`src/pm_config.svh`:
```
// timing and width constants for the microinstruction control unit, included by the RTL and testbench
`ifndef PM_CONFIG_SVH
`define PM_CONFIG_SVH

// cycle end one-shot (KC) length in clocks
`define PM_KC_TICKS 3

// cycle start one-shot (PC) length in clocks
`define PM_PC_TICKS 2

// instruction word as read from memory
`define PM_WORD 16

`endif

```
`src/pm_pkg.sv`:
```
// shared types and opcode constants of the control unit, imported by RTL and testbench
`default_nettype none

package pm_pkg;

	// main loop states
	typedef enum logic [2:0] {
		ST_P0 = 3'd0,
		ST_P1 = 3'd1,
		ST_P2 = 3'd2,
		ST_P3 = 3'd3,
		ST_P4 = 3'd4,
		ST_P5 = 3'd5
	} cycle_state_t;

	// two-register format
	typedef struct packed {
		logic [5:0] opcode;
		logic       d;
		logic [2:0] a;
		logic [2:0] b;
		logic [2:0] c;
	} instr_norm_t;

	// short-argument format, used by shifts
	typedef struct packed {
		logic [5:0] opcode;
		logic       d;
		logic [4:0] ext;
		logic [3:0] count;
	} instr_short_t;

	// one word, decoded in both ways depending on the opcode
	typedef union packed {
		instr_norm_t  n;
		instr_short_t s;
	} instr_word_t;

	// register load, argument fetched in P4
	localparam logic [5:0] OP_LW  = 6'o20;
	// register group load, argument fetched in P4
	localparam logic [5:0] OP_LWS = 6'o21;
	// shift by short count
	localparam logic [5:0] OP_SHC = 6'o36;
	// halt, sets WAIT
	localparam logic [5:0] OP_HLT = 6'o56;

endpackage

`default_nettype wire

```
`src/cycle_timer.sv`:
```
// KC and PC one-shots as counted clock ticks, spacing the sequencer's state transitions
`timescale 1ns/1ps
`default_nettype none
`include "pm_config.svh"

module cycle_timer(
	input logic __clk,
	input logic reset,
	input logic kc_req,
	output logic kc,
	output logic pc,
	output logic cycle_done
);

	localparam int MAX_TICKS = (`PM_KC_TICKS > `PM_PC_TICKS) ? `PM_KC_TICKS : `PM_PC_TICKS;
	localparam int CNT_W = $clog2(MAX_TICKS + 1);
	localparam logic [CNT_W-1:0] KC_LOAD = CNT_W'(`PM_KC_TICKS - 1);
	localparam logic [CNT_W-1:0] PC_LOAD = CNT_W'(`PM_PC_TICKS - 1);

	localparam logic [1:0] PH_IDLE = 2'd0;
	localparam logic [1:0] PH_KC = 2'd1;
	localparam logic [1:0] PH_PC = 2'd2;

	logic [1:0] phase;
	logic [CNT_W-1:0] ticks;

	always_ff @(posedge __clk) begin
		if (reset) begin
			phase <= PH_IDLE;
			ticks <= '0;
			cycle_done <= 1'b0;
		end else begin
			cycle_done <= 1'b0;
			case (phase)
				PH_IDLE: if (kc_req) begin
					phase <= PH_KC;
					ticks <= KC_LOAD;
				end
				// KC runs out, PC fires off its trailing edge
				PH_KC: if (ticks == '0) begin
					phase <= PH_PC;
					ticks <= PC_LOAD;
				end else begin
					ticks <= ticks - 1'b1;
				end
				PH_PC: if (ticks == '0) begin
					phase <= PH_IDLE;
					cycle_done <= 1'b1;
				end else begin
					ticks <= ticks - 1'b1;
				end
				default: phase <= PH_IDLE;
			endcase
		end
	end

	assign kc = (phase == PH_KC);
	assign pc = (phase == PH_PC);

	a_req_idle: assert property (
		@(posedge __clk) disable iff (reset) kc_req |-> phase == PH_IDLE
	) else $error("kc_req while timer busy, request dropped");

	a_kc_pc_excl: assert property (
		@(posedge __clk) disable iff (reset) !(kc && pc)
	) else $error("kc and pc high together");

endmodule

`default_nettype wire

```
`src/loop_cnt.sv`:
```
// LG group counter and LK step counter, preloaded on entry to P5 and stepped per microoperation
`timescale 1ns/1ps
`default_nettype none

module loop_cnt(
	input logic __clk,
	input logic reset,
	input logic preload,
	input logic step,
	input pm_pkg::instr_word_t ir,
	output logic [2:0] lg,
	output logic lg_done,
	output logic lk_zero
);

	import pm_pkg::*;

	logic [3:0] lk;

	// LG counts up from field a
	always_ff @(posedge __clk) begin
		if (reset) begin
			lg <= 3'd0;
		end else if (preload) begin
			lg <= ir.n.a;
		end else if (step) begin
			lg <= lg + 3'd1;
		end
	end

	// LK counts down from the short count
	always_ff @(posedge __clk) begin
		if (reset) begin
			lk <= 4'd0;
		end else if (preload) begin
			lk <= ir.s.count;
		end else if (step) begin
			lk <= lk - 4'd1;
		end
	end

	assign lg_done = (lg == 3'd7);
	assign lk_zero = (lk == 4'd0);

	// decoder must stop stepping once both loops are exhausted
	a_no_overstep: assert property (
		@(posedge __clk) disable iff (reset) step |-> !(lg_done && lk_zero)
	) else $error("step with LG at 7 and LK at zero");

	a_preload_alone: assert property (
		@(posedge __clk) disable iff (reset) preload |-> !step
	) else $error("step in the preload cycle");

endmodule

`default_nettype wire

```
`src/pm_top.sv`:
```
// top level of the microinstruction control unit, wiring run control, timer, sequencer, counters and decoder
`timescale 1ns/1ps
`default_nettype none
`include "pm_config.svh"

module pm_top(
	input logic __clk,
	input logic reset,
	input logic start_req,
	input logic stop_req,
	input logic clear_req,
	input logic irq,
	input logic mem_ok,
	input logic [`PM_WORD-1:0] rdata,
	output logic run,
	output logic wait_ind,
	output pm_pkg::cycle_state_t state,
	output logic enter,
	output logic mem_req,
	output logic irq_ack,
	output logic w_ir,
	output logic w_ar,
	output logic w_r,
	output logic w_ac,
	output logic [2:0] reg_sel
);

	import pm_pkg::*;

	instr_word_t ir;
	logic halt;
	logic kc_req;
	logic kc;
	logic pc;
	logic cycle_done;
	logic preload;
	logic exec_done;
	logic step;
	logic [2:0] lg;
	logic lg_done;
	logic lk_zero;

	run_ctl run_ctl_inst(
		.__clk(__clk),
		.reset(reset),
		.start_req(start_req),
		.stop_req(stop_req),
		.clear_req(clear_req),
		.halt(halt),
		.run(run),
		.wait_ind(wait_ind)
	);

	cycle_timer cycle_timer_inst(
		.__clk(__clk),
		.reset(reset),
		.kc_req(kc_req),
		.kc(kc),
		.pc(pc),
		.cycle_done(cycle_done)
	);

	state_seq state_seq_inst(
		.__clk(__clk),
		.reset(reset),
		.run(run),
		.irq(irq),
		.mem_ok(mem_ok),
		.rdata(rdata),
		.cycle_done(cycle_done),
		.exec_done(exec_done),
		.state(state),
		.enter(enter),
		.kc_req(kc_req),
		.preload(preload),
		.mem_req(mem_req),
		.irq_ack(irq_ack),
		.ir(ir)
	);

	loop_cnt loop_cnt_inst(
		.__clk(__clk),
		.reset(reset),
		.preload(preload),
		.step(step),
		.ir(ir),
		.lg(lg),
		.lg_done(lg_done),
		.lk_zero(lk_zero)
	);

	uop_decode uop_decode_inst(
		.__clk(__clk),
		.reset(reset),
		.state(state),
		.enter(enter),
		.mem_ok(mem_ok),
		.ir(ir),
		.lg(lg),
		.lg_done(lg_done),
		.lk_zero(lk_zero),
		.w_ir(w_ir),
		.w_ar(w_ar),
		.w_r(w_r),
		.w_ac(w_ac),
		.reg_sel(reg_sel),
		.step(step),
		.halt(halt),
		.exec_done(exec_done)
	);

endmodule

`default_nettype wire

```
`src/run_ctl.sv`:
```
// run control with START and WAIT flip-flops, set and cleared by panel pulses and HLT
`timescale 1ns/1ps
`default_nettype none

module run_ctl(
	input logic __clk,
	input logic reset,
	input logic start_req,
	input logic stop_req,
	input logic clear_req,
	input logic halt,
	output logic run,
	output logic wait_ind
);

	logic start_ff;
	logic wait_ff;

	// START: cleared by stop or clear, set by start
	always_ff @(posedge __clk) begin
		if (reset) begin
			start_ff <= 1'b0;
		end else if (stop_req || clear_req) begin
			start_ff <= 1'b0;
		end else if (start_req) begin
			start_ff <= 1'b1;
		end
	end

	// WAIT: set by HLT, released by start or clear
	always_ff @(posedge __clk) begin
		if (reset) begin
			wait_ff <= 1'b0;
		end else if (start_req || clear_req) begin
			wait_ff <= 1'b0;
		end else if (halt) begin
			wait_ff <= 1'b1;
		end
	end

	assign run = start_ff & ~wait_ff;
	assign wait_ind = wait_ff;

	// a halt from the decoder stops the machine on the next clock
	a_halt_stops: assert property (
		@(posedge __clk) disable iff (reset)
		halt && !start_req && !clear_req |=> wait_ind && !run
	) else $error("run still high after halt");

endmodule

`default_nettype wire

```
`src/state_seq.sv`:
```
// main loop sequencer P0..P5 with instruction register and PR, PP, WP, WB flags
`timescale 1ns/1ps
`default_nettype none
`include "pm_config.svh"

module state_seq(
	input logic __clk,
	input logic reset,
	input logic run,
	input logic irq,
	input logic mem_ok,
	input logic [`PM_WORD-1:0] rdata,
	input logic cycle_done,
	input logic exec_done,
	output pm_pkg::cycle_state_t state,
	output logic enter,
	output logic kc_req,
	output logic preload,
	output logic mem_req,
	output logic irq_ack,
	output pm_pkg::instr_word_t ir
);

	import pm_pkg::*;

	instr_word_t fetched;
	cycle_state_t nxt;
	logic kc_sent;
	logic pr;
	logic pp;
	logic wp;
	logic wb;
	logic need_arg;
	logic fetch_done;
	logic work_done;

	// path through P2..P4 once the earlier steps are done
	function automatic cycle_state_t path_from(input logic d_pend, input logic b_pend,
			input logic arg);
		if (d_pend)
			return ST_P2;
		if (b_pend)
			return ST_P3;
		if (arg)
			return ST_P4;
		return ST_P5;
	endfunction

	assign fetched = rdata;
	assign need_arg = (ir.n.opcode == OP_LW) || (ir.n.opcode == OP_LWS);
	assign fetch_done = (state == ST_P1) && pr && mem_ok;

	always_comb begin
		case (state)
			ST_P0: nxt = ST_P1;
			ST_P1: nxt = path_from(wp, wb, need_arg);
			ST_P2: nxt = path_from(1'b0, wb, need_arg);
			ST_P3: nxt = path_from(1'b0, 1'b0, need_arg);
			ST_P4: nxt = ST_P5;
			ST_P5: nxt = (pp || run) ? ST_P1 : ST_P0;
			default: nxt = ST_P0;
		endcase
	end

	// end of the work in the current state, one per state
	always_comb begin
		case (state)
			ST_P0: work_done = run;
			ST_P1: work_done = fetch_done;
			ST_P2, ST_P3: work_done = 1'b1;
			ST_P4: work_done = mem_ok;
			ST_P5: work_done = exec_done;
			default: work_done = 1'b0;
		endcase
		work_done = work_done && !kc_sent;
	end

	assign mem_req = ((state == ST_P1) && pr) || ((state == ST_P4) && !kc_sent);

	always_ff @(posedge __clk) begin
		if (reset) begin
			state <= ST_P0;
			enter <= 1'b0;
			kc_req <= 1'b0;
			kc_sent <= 1'b0;
			preload <= 1'b0;
			irq_ack <= 1'b0;
			pr <= 1'b0;
			pp <= 1'b0;
			wp <= 1'b0;
			wb <= 1'b0;
		end else begin
			kc_req <= work_done;
			enter <= cycle_done;
			preload <= cycle_done && (nxt == ST_P5);
			irq_ack <= cycle_done && (state == ST_P5) && pp;
			if (cycle_done)
				state <= nxt;
			if (cycle_done)
				kc_sent <= 1'b0;
			else if (work_done)
				kc_sent <= 1'b1;
			// PR marks a pending instruction fetch
			if (cycle_done && nxt == ST_P1)
				pr <= 1'b1;
			else if (fetch_done)
				pr <= 1'b0;
			// interrupt taken at the end of P5, held through the next fetch
			if (work_done && state == ST_P5)
				pp <= irq;
			else if (fetch_done)
				pp <= 1'b0;
			if (fetch_done)
				wp <= fetched.n.d;
			else if (cycle_done && state == ST_P2)
				wp <= 1'b0;
			if (fetch_done)
				wb <= |fetched.n.b;
			else if (cycle_done && state == ST_P3)
				wb <= 1'b0;
		end
	end

	always_ff @(posedge __clk) begin
		if (fetch_done)
			ir <= fetched;
	end

	// a memory request holds until answered, in P1 or P4 only
	a_mem_req_hold: assert property (
		@(posedge __clk) disable iff (reset)
		mem_req && !mem_ok |=> mem_req && (state inside {ST_P1, ST_P4})
	) else $error("mem_req dropped or raised outside P1/P4");

endmodule

`default_nettype wire

```
`src/uop_decode.sv`:
```
// microoperation decoder turning state, instruction and loop counters into write strobes
`timescale 1ns/1ps
`default_nettype none

module uop_decode(
	input logic __clk,
	input logic reset,
	input pm_pkg::cycle_state_t state,
	input logic enter,
	input logic mem_ok,
	input pm_pkg::instr_word_t ir,
	input logic [2:0] lg,
	input logic lg_done,
	input logic lk_zero,
	output logic w_ir,
	output logic w_ar,
	output logic w_r,
	output logic w_ac,
	output logic [2:0] reg_sel,
	output logic step,
	output logic halt,
	output logic exec_done
);

	import pm_pkg::*;

	logic busy;
	logic fetch_ok;
	logic in_exec;
	logic issue_r;
	logic issue_ac;
	logic do_halt;
	logic last_op;
	logic [2:0] sel;

	// fetch answered while P1 still waits for it
	assign fetch_ok = (state == ST_P1) && mem_ok && (busy || enter);
	// P5 work starts once the counters are loaded
	assign in_exec = busy && (state == ST_P5);

	always_comb begin
		issue_r = 1'b0;
		issue_ac = 1'b0;
		do_halt = 1'b0;
		last_op = 1'b0;
		step = 1'b0;
		sel = ir.n.a;
		if (in_exec) begin
			case (ir.n.opcode)
				OP_LW: begin
					issue_r = 1'b1;
					last_op = 1'b1;
				end
				OP_LWS: begin
					issue_r = 1'b1;
					sel = lg;
					step = !lg_done;
					last_op = lg_done;
				end
				OP_SHC: begin
					issue_ac = !lk_zero;
					step = !lk_zero;
					last_op = lk_zero;
				end
				OP_HLT: begin
					do_halt = 1'b1;
					last_op = 1'b1;
				end
				default: last_op = 1'b1;
			endcase
		end
	end

	always_ff @(posedge __clk) begin
		if (reset) begin
			busy <= 1'b0;
			w_ir <= 1'b0;
			w_ar <= 1'b0;
			w_r <= 1'b0;
			w_ac <= 1'b0;
			halt <= 1'b0;
			exec_done <= 1'b0;
		end else begin
			w_ir <= fetch_ok;
			w_ar <= enter && (state == ST_P4);
			w_r <= issue_r;
			w_ac <= issue_ac;
			halt <= do_halt;
			exec_done <= last_op;
			if (enter)
				busy <= (state == ST_P1) || (state == ST_P5);
			else if (fetch_ok || last_op)
				busy <= 1'b0;
		end
	end

	always_ff @(posedge __clk) begin
		if (issue_r)
			reg_sel <= sel;
	end

	a_one_write: assert property (
		@(posedge __clk) disable iff (reset) $onehot0({w_ir, w_r, w_ac})
	) else $error("more than one register write strobe");

endmodule

`default_nettype wire
```
`config.mk`:
```
export PLATFORM = sky130hd
export DESIGN_NAME = pm_top
export DESIGN_NICKNAME = d
export VERILOG_FILES = /design/src/pm_pkg.sv /design/src/cycle_timer.sv /design/src/loop_cnt.sv /design/src/pm_top.sv /design/src/run_ctl.sv /design/src/state_seq.sv /design/src/uop_decode.sv
export VERILOG_INCLUDE_DIRS = /design/src
export SDC_FILE = /design/constraint.sdc
export NUM_CORES = 1
export LEC_CHECK = 0
export BUFFER_PORTS_ARGS = -buffer_cell sky130_fd_sc_hd__buf_4
export CAP_MARGIN = 5
export CELL_PAD_IN_SITES_DETAIL_PLACEMENT = 1
export CELL_PAD_IN_SITES_GLOBAL_PLACEMENT = 2
export CORE_MARGIN = 4
export CORE_UTILIZATION = 36
export CTS_CLUSTER_SIZE = 24
export DETAILED_ROUTE_END_ITERATION = 8
export GPL_TIMING_DRIVEN = 0
export PLACE_DENSITY = 0.79
export SLEW_MARGIN = 15
export SYNTH_ARGS = -nofsm -noshare
export SYNTH_HDL_FRONTEND = slang
export SYNTH_HIERARCHICAL = 1
export SYNTH_SLANG_ARGS = --single-unit
```
`constraint.sdc`:
```
create_clock -name __clk -period 2.3 [get_ports __clk]
set_input_delay 0.345 -clock __clk [delete_from_list [all_inputs] [get_ports __clk]]
set_output_delay 0.345 -clock __clk [all_outputs]
set_load 0.05 [all_outputs]
```
; After elaboration in Yosys (flattened, before gate mapping)
; Index checks and enable logic that the tools add are counted.
[word_totals]
reg_bits = 52
[op_classes]
addsub = 3
eq_ne = 18
mux = 59
bitwise_logic = 5
reduce_logical = 48
[op_table]
columns = operator, count
row1 = 3-bit two-way mux, 16
row2 = 1-bit two-way mux, 29
row3 = "6-bit by 5-bit equality test with 1-bit output, second input constant", 3
row4 = 3-bit case mux with 6 select lines, 1
row5 = 1-bit logical AND, 15
row6 = 2-bit OR reduction, 7
row7 = "3-bit equality test, second input constant", 4
row8 = 2-bit two-way mux, 6
row9 = 2-bit case mux with 3 select lines, 2
row10 = 2-bit nonzero test, 6
row11 = 1-bit logical OR, 8
row12 = 4-bit two-way mux, 2
row13 = "3-bit by 1-bit equality test with 1-bit output, second input constant", 2
row14 = "3-bit by 2-bit equality test with 1-bit output, second input constant", 2
row15 = "6-bit equality test, second input constant", 1
row16 = "2-bit != test, second input constant", 3
row17 = 3-bit AND reduction, 2
row18 = 3-bit OR reduction, 2
row19 = 1-bit case mux with 5 select lines, 1
row20 = 2-bit zero test, 2
row21 = 4-bit zero test, 1
row22 = 1-bit NOT, 4
row23 = 1-bit case mux with 2 select lines, 2
row24 = "4-bit by 1-bit subtractor with 4-bit output, second input constant", 1
row25 = other kinds (9), 11

; Longest topological paths before layout
; Gate-level depths: netlist of the first run.
[logic_depth]
word_depth = 14
ltp_mapped = 9
depth_no_buf = 8

; Modules after synthesis
; Netlist of the first run, hierarchy kept.
[modules_own_cells]
columns = mod, instances, cells_per_inst, area_per_inst_um2
row1 = state_seq, 1, 96, 1124.8
row2 = uop_decode, 1, 43, 480.5
row3 = loop_cnt, 1, 41, 407.9
row4 = cycle_timer, 1, 40, 381.6
row5 = run_ctl, 1, 7, 66.3

; Worst setup path before layout of the first run
; No wires, ideal clock.
[synth_path]
kind = register -> output
start = register state_seq_inst.state[2]
end = output port mem_req
arrival_time_ns = 1.985
slack_ns = -0.030
stages_incl_launch_ff = 6
n_path_buf = 1
cell_sequence = dfxtp_1 buf_1 inv_2 nor3_1 a31oi_1 nor2_1
[synth_via]
elab_chain_cells = 3
[synth_lines]
columns = item, line
row1 = from (decl), state_seq.sv:15  ; output pm_pkg::cycle_state_t state,
row2 = from (signal assigned), state_seq.sv:98  ; state <= nxt;
row3 = 3-bit by 1-bit equality test with 1-bit output / 3-bit equality test (equally long branches), state_seq.sv:78  ; assign mem_req = ((state == ST_P1) && pr) || ((state == ST_P4) && !kc_sent);
row4 = 1-bit logical AND, state_seq.sv:78
row5 = 1-bit logical OR *, state_seq.sv:78
row6 = to (decl), pm_top.sv:19  ; output logic mem_req,
; Mark *: on every way between the ends. The rest lies on a longest branch, timed or not.

; Worst setup path in the final report of the first run
[layout_path]
start = register loop_cnt_inst.lk[0]
end = register loop_cnt_inst.lg[1]
[layout_via]
elab_chain_cells = 5
[layout_lines]
columns = item, line
row1 = from (decl), loop_cnt.sv:18  ; logic [3:0] lk;
row2 = from (signal assigned), loop_cnt.sv:36  ; lk <= ir.s.count;
row3 = from (signal assigned), loop_cnt.sv:38  ; lk <= lk - 4'd1;
row4 = 4-bit zero test, loop_cnt.sv:43  ; assign lk_zero = (lk == 4'd0);
row5 = via lk_zero, pm_top.sv:41  ; logic lk_zero;
row6 = 1-bit zero test, uop_decode.sv:62  ; step = !lk_zero;
row7 = 1-bit case mux with 2 select lines, uop_decode.sv:49  ; case (ir.n.opcode)
row8 = 1-bit two-way mux, uop_decode.sv:48  ; if (in_exec) begin
row9 = via step, pm_top.sv:38  ; logic step;
row10 = 2-bit nonzero test (no source line), --
row11 = to (signal assigned), loop_cnt.sv:25  ; lg <= ir.n.a;
row12 = to (signal assigned), loop_cnt.sv:27  ; lg <= lg + 3'd1;
row13 = to (decl), loop_cnt.sv:11  ; output logic [2:0] lg,
; The timed path passes the listed nets, and every way through them passes these cells.
; A chain may end at the register's enable or synchronous reset.

==> results of run 1 <==
cell type report:
| class | instances | area [um2] |
|---|---|---|
| clock buffer | 7 | 76.3 |
| inverter | 22 | 82.6 |
| buffer | 9 | 51.3 |
| clock inverter | 1 | 5.00 |
| sequential | 49 | 1140 |
| tap | 77 | 96.3 |
| multi-input combinational | 144 | 1100 |
| fill | 723 | 3550 |
| timing repair buffer | 37 | 278 |
stage by stage:
step | util | hold WS [ps]
after floorplan | - | 407
after global placement | 0.430 | 460
after detailed placement | 0.430 | 467
after CTS | 0.443 | 183
after global routing | 0.444 | 182
final | 0.444 | 191
power groups by stage:
stage               clock network (W)  logic [W]  registers, W
floorplan                           0   0.000157      0.000954
global placement                    0   0.000239      0.000952
detailed placement                  0   0.000244      0.000952
CTS                          0.000518   0.000245      0.000932
global route                 0.000555   0.000275      0.000935
finish                       0.000498   0.000243      0.000931
cell usage in the layout, fill, tap and decap left out, types with 5 or more instances in the layout:
| cell type | count |
|---|---|
| a211oi_1 | 5 |
| a21oi_1 | 7 |
| buf_4 | 38 |
| clkbuf_8 | 5 |
| dfxtp_1 | 30 |
| edfxtp_1 | 16 |
| ha_1 | 11 |
| inv_1 | 19 |
| mux2i_1 | 5 |
| nand2_1 | 8 |
| nand2b_1 | 7 |
| nor2_1 | 20 |
| nor4_1 | 5 |
timing repair:
item                                    in CTS  in global routing
setup buffers                                0                  0
hold endpoints to repair                     0                  0
endpoints found under the setup margin       0                  3
resized for setup                            0                  5
hold buffers                                 0                  0
flip-flops by register name (all words and copies together) (netlist names), 2 cells and up:
signal / count
state_seq_inst/ir: 13
uop_decode_inst/reg_sel: 3
state_seq_inst/state: 3
cycle_timer_inst/ticks: 2
cycle_timer_inst/phase: 2
loop_cnt_inst/lg: 3
loop_cnt_inst/lk: 4
per-layer routing:
| layer | vias to the layer above | part of all wire |
|---|---|---|
| li1 | 891 | - |
| met1 | 870 | 0.48 |
| met2 | 30 | 0.47 |
| met3 | 7 | 0.038 |
| met4 | 0 | 0.016 |
| met5 | - | 0 |
worst max-delay path, stage by stage (launching register included):
cell     delay [ps]
dfxtp_2         380
inv_1            50
ha_1            200
nor3b_1         160
or3_1           440
a21oi_2         170
buf_6           150
mux2_2          340
mux2i_1         150
nor2_1           50
worst paths after layout:
| path | slack [ps] | end | cells past startpoint |
|---|---|---|---|
| worst min register to register | 480 | run_ctl_inst/wait_ind | 2 |
| worst max register to register | 100 | loop_cnt_inst/lg[1] | 9 |
| worst max-delay path | 100 | loop_cnt_inst/lg[1] | 9 |
| worst min-delay path | 190 | run_ctl_inst/start_ff | 2 |
==> impl_metrics.tcl, run 1 <==
set metrics [dict create \
    boundaryPins 38 \
    post-place-ws_ps 29.8 \
    syn2layout_area_growth_pct 19.7 \
    critical_path_class "reg -> reg" \
    min_period_ps 2200 \
    tns_ps 0 \
    synth.avg_cell_area_um2 10.6 \
    dpl_cell_area_mm2 0.00275 \
    nets 302 \
    grt_overflow 0 \
    met2_usage 0.230 \
    insertion_delay_ps 300 \
    maxCapViolations 0 \
    power_frac_comb 0.145 \
    maxSlewHeadroom 0.690 \
    yosys_warnings 6 \
    h-tree-depth 2 \
    dieArea_mm2 0.00795 \
    wire_per_inst_um 15.9 \
    antenna_found_initial 0 \
    setup-violations-final 0 \
    startpoint_type "flip-flop" \
    holdCritStartpoint "stop_req" \
    root_buffer "clkbuf_8" \
    dp_hpwl_um 3970 \
    die_x_um 89.2 \
    layout_setup_ws_ps 103 \
    syn_inst 224 \
    grt_pass1_vias 1792 \
    fp.dieH_um 89.2 \
    p_clk_frac 0.298 \
    cts_buffer_depth 2 \
    fmax_mhz 455 \
    totalPowerFinal_w 0.00167 \
    final_cells 346 \
    powerDensity_mw_per_mm2 589 \
    grt_use_met3 0.0350 \
    met1_usage 0.200 \
    rows 29 \
    core_area_mm2 0.00639 \
    required_ps 2500 \
    finalHoldViolCount 0 \
    setup.worst_path.start "loop_cnt_inst/lk[0]" \
    grt_max_degree 20 \
    grt_usage 0.147 \
    arrival_ps 2390 \
    skew_ps 8.06 \
    drtPass1Iterations 4 \
    rr_startpoint "loop_cnt_inst/lk[0]" \
    numCtsBuffers 5 \
    grt_pass1_wl_um 8860 \
    grt.busiest_layer "met2" \
    initial_utilization 0.371 \
    path_max_fanout 8 \
    min_period_over_period 0.955 \
    drive_above_1_share 0.283 \
    switching_share 0.265 \
    drc 0 \
    cp-end-kind "flip-flop" \
    gp_congestion 0.818 \
    irDropWorstVdd_uv 320 \
    routed_via_density 5.20 \
    p_int_w 0.00123 \
    p_leak_nw 1.10 \
    status "complete, no violations" \
    path_clk_slew_ps 90 \
    totalWireLength_um 5510 \
    diodes 0 \
    clkSinkCount 49 \
    maxSlewViolCount 0 \
    tightest_slew_ps 466 \
    dpl.cell_count 338 \
    net-switching-power_w 0.000443 \
    power.share.sequential 0.557 \
    syn_nets 258 \
    vias 1798 \
    first_iter_violations 76 \
    holdCritPathClass "in -> reg" \
    ant_nets 0 \
    port_buffers 37 \
    synth_area_mm2 0.00237 \
    cts_tree "yes" \
    fin_area_mm2 0.00284 \
]
No activity file was read; power rests on OpenSTA's default activity.
==> run 2: changes to the inputs <==
--- a/config.mk
+++ b/config.mk
@@ -11,7 +11,7 @@
 export CELL_PAD_IN_SITES_DETAIL_PLACEMENT = 1
 export CELL_PAD_IN_SITES_GLOBAL_PLACEMENT = 2
 export CORE_MARGIN = 4
-export CORE_UTILIZATION = 36
+export CORE_UTILIZATION = 35
 export CTS_CLUSTER_SIZE = 24
 export DETAILED_ROUTE_END_ITERATION = 8
 export GPL_TIMING_DRIVEN = 0
@@ -19,5 +19,4 @@
 export SLEW_MARGIN = 15
 export SYNTH_ARGS = -nofsm -noshare
 export SYNTH_HDL_FRONTEND = slang
-export SYNTH_HIERARCHICAL = 1
 export SYNTH_SLANG_ARGS = --single-unit
==> impl_metrics.tcl, run 2 <==
set metrics [dict create \
    grt_max_degree 16 \
    syn_nets 260 \
    startpoint_type "flip-flop" \
    min_period_over_period 0.955 \
    layout_setup_ws_ps 103 \
    synth-seq-cells 49 \
    port_buffers 36 \
    die_x_um 89.0 \
    max_stage_delay_ps 510 \
    dp_hpwl_um 4310 \
    insertion_delay_ps 300 \
    fin_area_mm2 0.00280 \
    path_max_fanout 8 \
    critical_path_class "reg -> reg" \
    p_leak_nw 1.05 \
    boundaryPins 38 \
    async_reset_ff_frac 0 \
    gp_congestion 0.820 \
    post-place-ws_ps -129 \
    nets 305 \
    synth.avg_cell_area_um2 10.1 \
    status "complete, no violations" \
    cts_tree "yes" \
    holdCritStartpoint "stop_req" \
    diodes 0 \
    final_cell_mix "buf_4, dfxtp_1, edfxtp_1, nor2_1" \
    totalWireLength_um 5920 \
    synth.top_cell.area_share 0.288 \
    holdCritPathClass "in -> reg" \
    grt_overflow 0 \
    dpl_cell_area_mm2 0.00267 \
    drive_above_1_share 0.223 \
    yosysMostFrequentCell "dfxtp_1" \
    maxCapViolations 0 \
    holdBufCountCts 0 \
    syn_inst 227 \
    cp-end-kind "flip-flop" \
    h-tree-depth 2 \
    routed_via_density 5.36 \
    clkSinkCount 49 \
    irDropWorstVdd_uv 374 \
    tightest_slew_ps 594 \
    rrSetupSlack_ps 100 \
    met2_usage 0.244 \
    largest_reg_flops 13 \
    synth_cell_types 51 \
    grt_pass1_vias 1858 \
    ant_nets 0 \
    drtPass1Iterations 5 \
    worst_r2r_path_depth 6 \
    wire_per_inst_um 16.9 \
    initial_utilization 0.361 \
    path_clk_slew_ps 90 \
    grt_usage 0.159 \
    arrival_ps 2420 \
    grt.busiest_layer "met2" \
    min_to "run_ctl_inst.start_ff" \
    yosys_warnings 0 \
    cp_top_family "simple AND/OR/NAND/NOR gates" \
    top_regs "state_seq_inst.ir x13, loop_cnt_inst.lk x4" \
    r2r-end "loop_cnt_inst.lg[0]" \
    fp.dieH_um 89.0 \
    synth_area_mm2 0.00229 \
    min_period_ps 2200 \
    first_iter_violations 78 \
    cts_buffer_depth 2 \
    required_ps 2520 \
    antenna_found_initial 0 \
    powerDensity_mw_per_mm2 638 \
    met1_usage 0.228 \
    regMostFlops "state_seq_inst.ir" \
    synth-edff-count 16 \
    path_cells "or4b_1 > buf_2 > or4_4 > buf_6 > a21o_1 > a311oi_2" \
    crit_buf_inv 2 \
    fill_cells 721 \
    yosys.area.top_type "dfxtp_1" \
    holdPathStages 2 \
    root_buffer "clkbuf_8" \
    rr_startpoint "state_seq_inst.ir[13]" \
    maxSlewViolCount 0 \
    setup-violations-final 0 \
    finalHoldViolCount 0 \
    synth_commonest_cells "dfxtp_1, edfxtp_1, nor2_1, inv_1, nand2_1" \
    syn2layout_area_growth_pct 22.1 \
    cp_slowest_cell "or4b_1" \
    skew_ps 5.63 \
    final_common_cell "buf_4" \
    fmax_mhz 455 \
    grt_pass1_wl_um 9670 \
    drc 0 \
    vias 1876 \
    core_area_mm2 0.00635 \
    numCtsBuffers 5 \
    dieArea_mm2 0.00792 \
    maxSlewHeadroom 0.604 \
    rows 29 \
    synthFlopType "dfxtp_1" \
    ys_seq_area_frac 0.497 \
    grt_use_met3 0.0341 \
    synth_area_leaders "dfxtp_1, edfxtp_1, ha_1" \
    tns_ps 0 \
]
run 2: worst max-delay path by stage:
stage | start | end | slack, ps | depth (start not counted)
after floorplan | state_seq_inst.state[0] | loop_cnt_inst.lg[0] | 60 | 5
after global placement | state_seq_inst.state[0] | loop_cnt_inst.lk[1] | -40 | 4
after detailed placement | state_seq_inst.ir[13] | uop_decode_inst.reg_sel[2] | -130 | 5
after CTS | state_seq_inst.state[0] | loop_cnt_inst.lg[0] | -2 | 5
after global routing | state_seq_inst.state[0] | loop_cnt_inst.lk[0] | -5 | 5
final | state_seq_inst.ir[13] | loop_cnt_inst.lg[0] | 100 | 6
run 2: what timing repair did:
item,4_1_cts,5_1_grt
endpoints found under the setup margin,7,21
resized for setup,2,1
pin swaps,0,1
buffers inserted,0,2
run 2: cell families (layout without fill, tap and decap cells):
logic type | Yosys count | count (layout) | share of synthesized area
AO/OA/AOI/OAI | 43 | 43 | 0.136
XOR/XNOR | 1 | 1 | 0.00382
adder cells (fa/ha/maj) | 10 | 10 | 0.0545
buffers and inverters | 26 | 72 | 0.0469
flip-flops | 49 | 49 | 0.497
multiplexers | 7 | 7 | 0.0327
AND/OR/NAND/NOR | 91 | 91 | 0.228
run 2: layout make-up:
| cell class | instances | area, um2 | area share |
|---|---|---|---|
| timing repair buffer | 38 | 285 | 0.102 |
| multi-input combinational | 152 | 1060 | 0.379 |
| clock inverter | 2 | 33.8 | 0.0121 |
| inverter | 13 | 52.6 | 0.0187 |
| clock buffer | 6 | 72.6 | 0.0259 |
| tap | 77 | 96.3 | 0.0344 |
| sequential | 49 | 1140 | 0.408 |
| buffer | 13 | 58.8 | 0.0210 |
run 2: worst register-to-register path, cell delays in order (launching register included):
cell and delay (ps):
edfxtp_1 390, or4b_1 510, buf_2 180, or4_4 480, buf_6 150, a21o_1 180, a311oi_2 220
run 2: routing by layer:
metal,up-vias,routed length (um),share of wire
met5,-,0,0
met4,0,39,0.0066
met3,5,281,0.047
met2,41,2770,0.47
met1,903,2830,0.48
li1,927,-,-
run 2: power by group:
part | switching, W | internal (W)
logic | 0.000137 | 0.000106
registers | 0.0000210 | 0.000914
clock network | 0.000288 | 0.000322
run 2: through the flow:
| step | cells | util | hold WS [ps] | power, W |
|---|---|---|---|---|
| finish | 350 | 0.441 | 191 | 0.00179 |
| detailed placement | 340 | 0.420 | 458 | 0.00120 |
| global route | 350 | 0.441 | 178 | 0.00188 |
| CTS | 348 | 0.438 | 178 | 0.00182 |
| global placement | 340 | 0.420 | 458 | 0.00120 |
| floorplan | 227 | - | 421 | 0.00112 |
==> run 3: changes to the inputs <==
==> constraint.sdc (replaced) <==
create_clock -name __clk -period 2.2 [get_ports __clk]
set_input_delay 0.33 -clock __clk [delete_from_list [all_inputs] [get_ports __clk]]
set_output_delay 0.33 -clock __clk [all_outputs]
set_load 0.05 [all_outputs]
==> impl_metrics.tcl, run 3 (same netlist as run 2, synthesis figures left out) <==
set metrics [dict create \
    max_stage_delay_ps 550 \
    fp.dieH_um 89.0 \
    crit_cells 5 \
    root_buffer "clkbuf_8" \
    skew_ps 6.28 \
    insertion_delay_ps 300 \
    status "complete, no violations" \
    crit_path_end "loop_cnt_inst.lg[0]" \
    multi_input_area_mm2 0.00108 \
    fin_area_mm2 0.00285 \
    min_period_ps 2160 \
    nets 306 \
    maxSlewHeadroom 0.586 \
    regMostFlops "state_seq_inst.ir" \
    h-tree-depth 2 \
    tns_ps 0 \
    grt_pass1_vias 1859 \
    path_max_fanout 6 \
    fill_cells 713 \
    grt_max_degree 16 \
    seq_area_mm2 0.00114 \
    holdCritPathClass "in -> reg" \
    totalPowerFinal_w 0.00187 \
    gp_congestion 0.820 \
    setup.worst_path.start "state_seq_inst.ir[13]" \
    core_area_mm2 0.00635 \
    path_cells "or4b_4 > buf_6 > or4_4 > a21o_1 > a311oi_2" \
    cp-end-kind "flip-flop" \
    numCtsBuffers 5 \
    drive_above_1_share 0.245 \
    crit_buf_inv 1 \
    drc 0 \
    vias 1883 \
    cp_top_family "simple AND/OR/NAND/NOR gates" \
    dpl_cell_area_mm2 0.00267 \
    maxCapViolations 0 \
    setup-violations-final 0 \
    path_clk_slew_ps 90 \
    p_leak_nw 1.08 \
    syn2layout_area_growth_pct 24.2 \
    cts_buffer_depth 2 \
    final_cell_mix "buf_4, dfxtp_1, edfxtp_1, nor2_1" \
    die_x_um 89.0 \
    worst_r2r_path_depth 5 \
    grt_overflow 0 \
    final_common_cell "buf_4" \
    boundaryPins 38 \
    antenna_found_initial 0 \
    initial_utilization 0.361 \
    holdPathStages 2 \
    r2r-end "loop_cnt_inst.lg[0]" \
    powerDensity_mw_per_mm2 655 \
    critical_path_class "reg -> reg" \
    startpoint_type "flip-flop" \
    holdBufCountCts 0 \
    port_buffers 36 \
    dieArea_mm2 0.00792 \
    finalHoldViolCount 0 \
    wire_per_inst_um 16.9 \
    rrSetupSlack_ps 40 \
    rows 29 \
    required_ps 2420 \
    cts_tree "yes" \
    first_iter_violations 103 \
    ant_nets 0 \
    arrival_ps 2380 \
    rsz0062_at_grt "yes" \
    irDropWorstVdd_uv 390 \
    tightest_slew_ps 621 \
    min_period_over_period 0.981 \
    drtPass1Iterations 4 \
    grt_usage 0.160 \
    largest_reg_flops 13 \
    fmax_mhz 463 \
    rr_startpoint "state_seq_inst.ir[13]" \
    maxSlewViolCount 0 \
    cp_slowest_cell "or4b_4" \
    totalWireLength_um 5930 \
    routed_via_density 5.36 \
    dp_hpwl_um 4310 \
    diodes 0 \
    clkSinkCount 49 \
    top_regs "state_seq_inst.ir x13, loop_cnt_inst.lk x4" \
    grt_pass1_wl_um 9710 \
]
==> run 3: changes by cell type in the layout (fill, tap and decap cells not counted), sizes merged <==
cell and change:
clkbuf +1
==> run 3: how the worst min path moves through the flow <==
stage / from / endpoint / slack (ps)
2_1_floorplan: clear_req / run_ctl_inst.start_ff / 410
3_3_place_gp: state_seq_inst.kc_sent / state_seq_inst.kc_req / 460
3_5_place_dp: state_seq_inst.kc_sent / state_seq_inst.kc_req / 460
4_1_cts: stop_req / run_ctl_inst.start_ff / 160
5_1_grt: stop_req / run_ctl_inst.start_ff / 160
6_report: stop_req / run_ctl_inst.start_ff / 180
==> run 3: power by group <==
part           switching [W]  total (W)  internal, W
clock               0.000300   0.000636     0.000336
sequential         0.0000220   0.000977     0.000955
combinational       0.000142   0.000254     0.000111
==> run 3: repair_timing <==
item,CTS,global route
buffers inserted,2,2
endpoints found under the setup margin,8,24
pin swaps,1,1
resized for setup,3,8
==> run 3: area by class of cell <==
class | count | share of cell area
Sequential cell | 49 | 0.401
Clock inverter | 2 | 0.0119
Clock buffer | 6 | 0.0255
Multi-Input combinational cell | 152 | 0.380
Inverter | 13 | 0.0184
Timing Repair Buffer | 40 | 0.110
Buffer | 12 | 0.0193
Tap cell | 77 | 0.0338
==> run 3: per-layer routing <==
metal,up-vias,wire length (um),track usage
li1,932,-,-
met1,911,2900,0.229
met2,35,2740,0.248
met3,5,254,0.0332
met4,0,46,0.0406
met5,-,0,0
==> run 3: metrics by stage <==
| stage | instances | hold WS [ps] | util | worst slack (ps) |
|---|---|---|---|---|
| after floorplan | 227 | 406 | - | -41.1 |
| after global placement | 340 | 458 | 0.420 | -136 |
| after detailed placement | 340 | 458 | 0.420 | -229 |
| after CTS | 350 | 163 | 0.441 | 1.46 |
| after global routing | 351 | 163 | 0.449 | -19.5 |
| final | 351 | 177 | 0.449 | 41.9 |
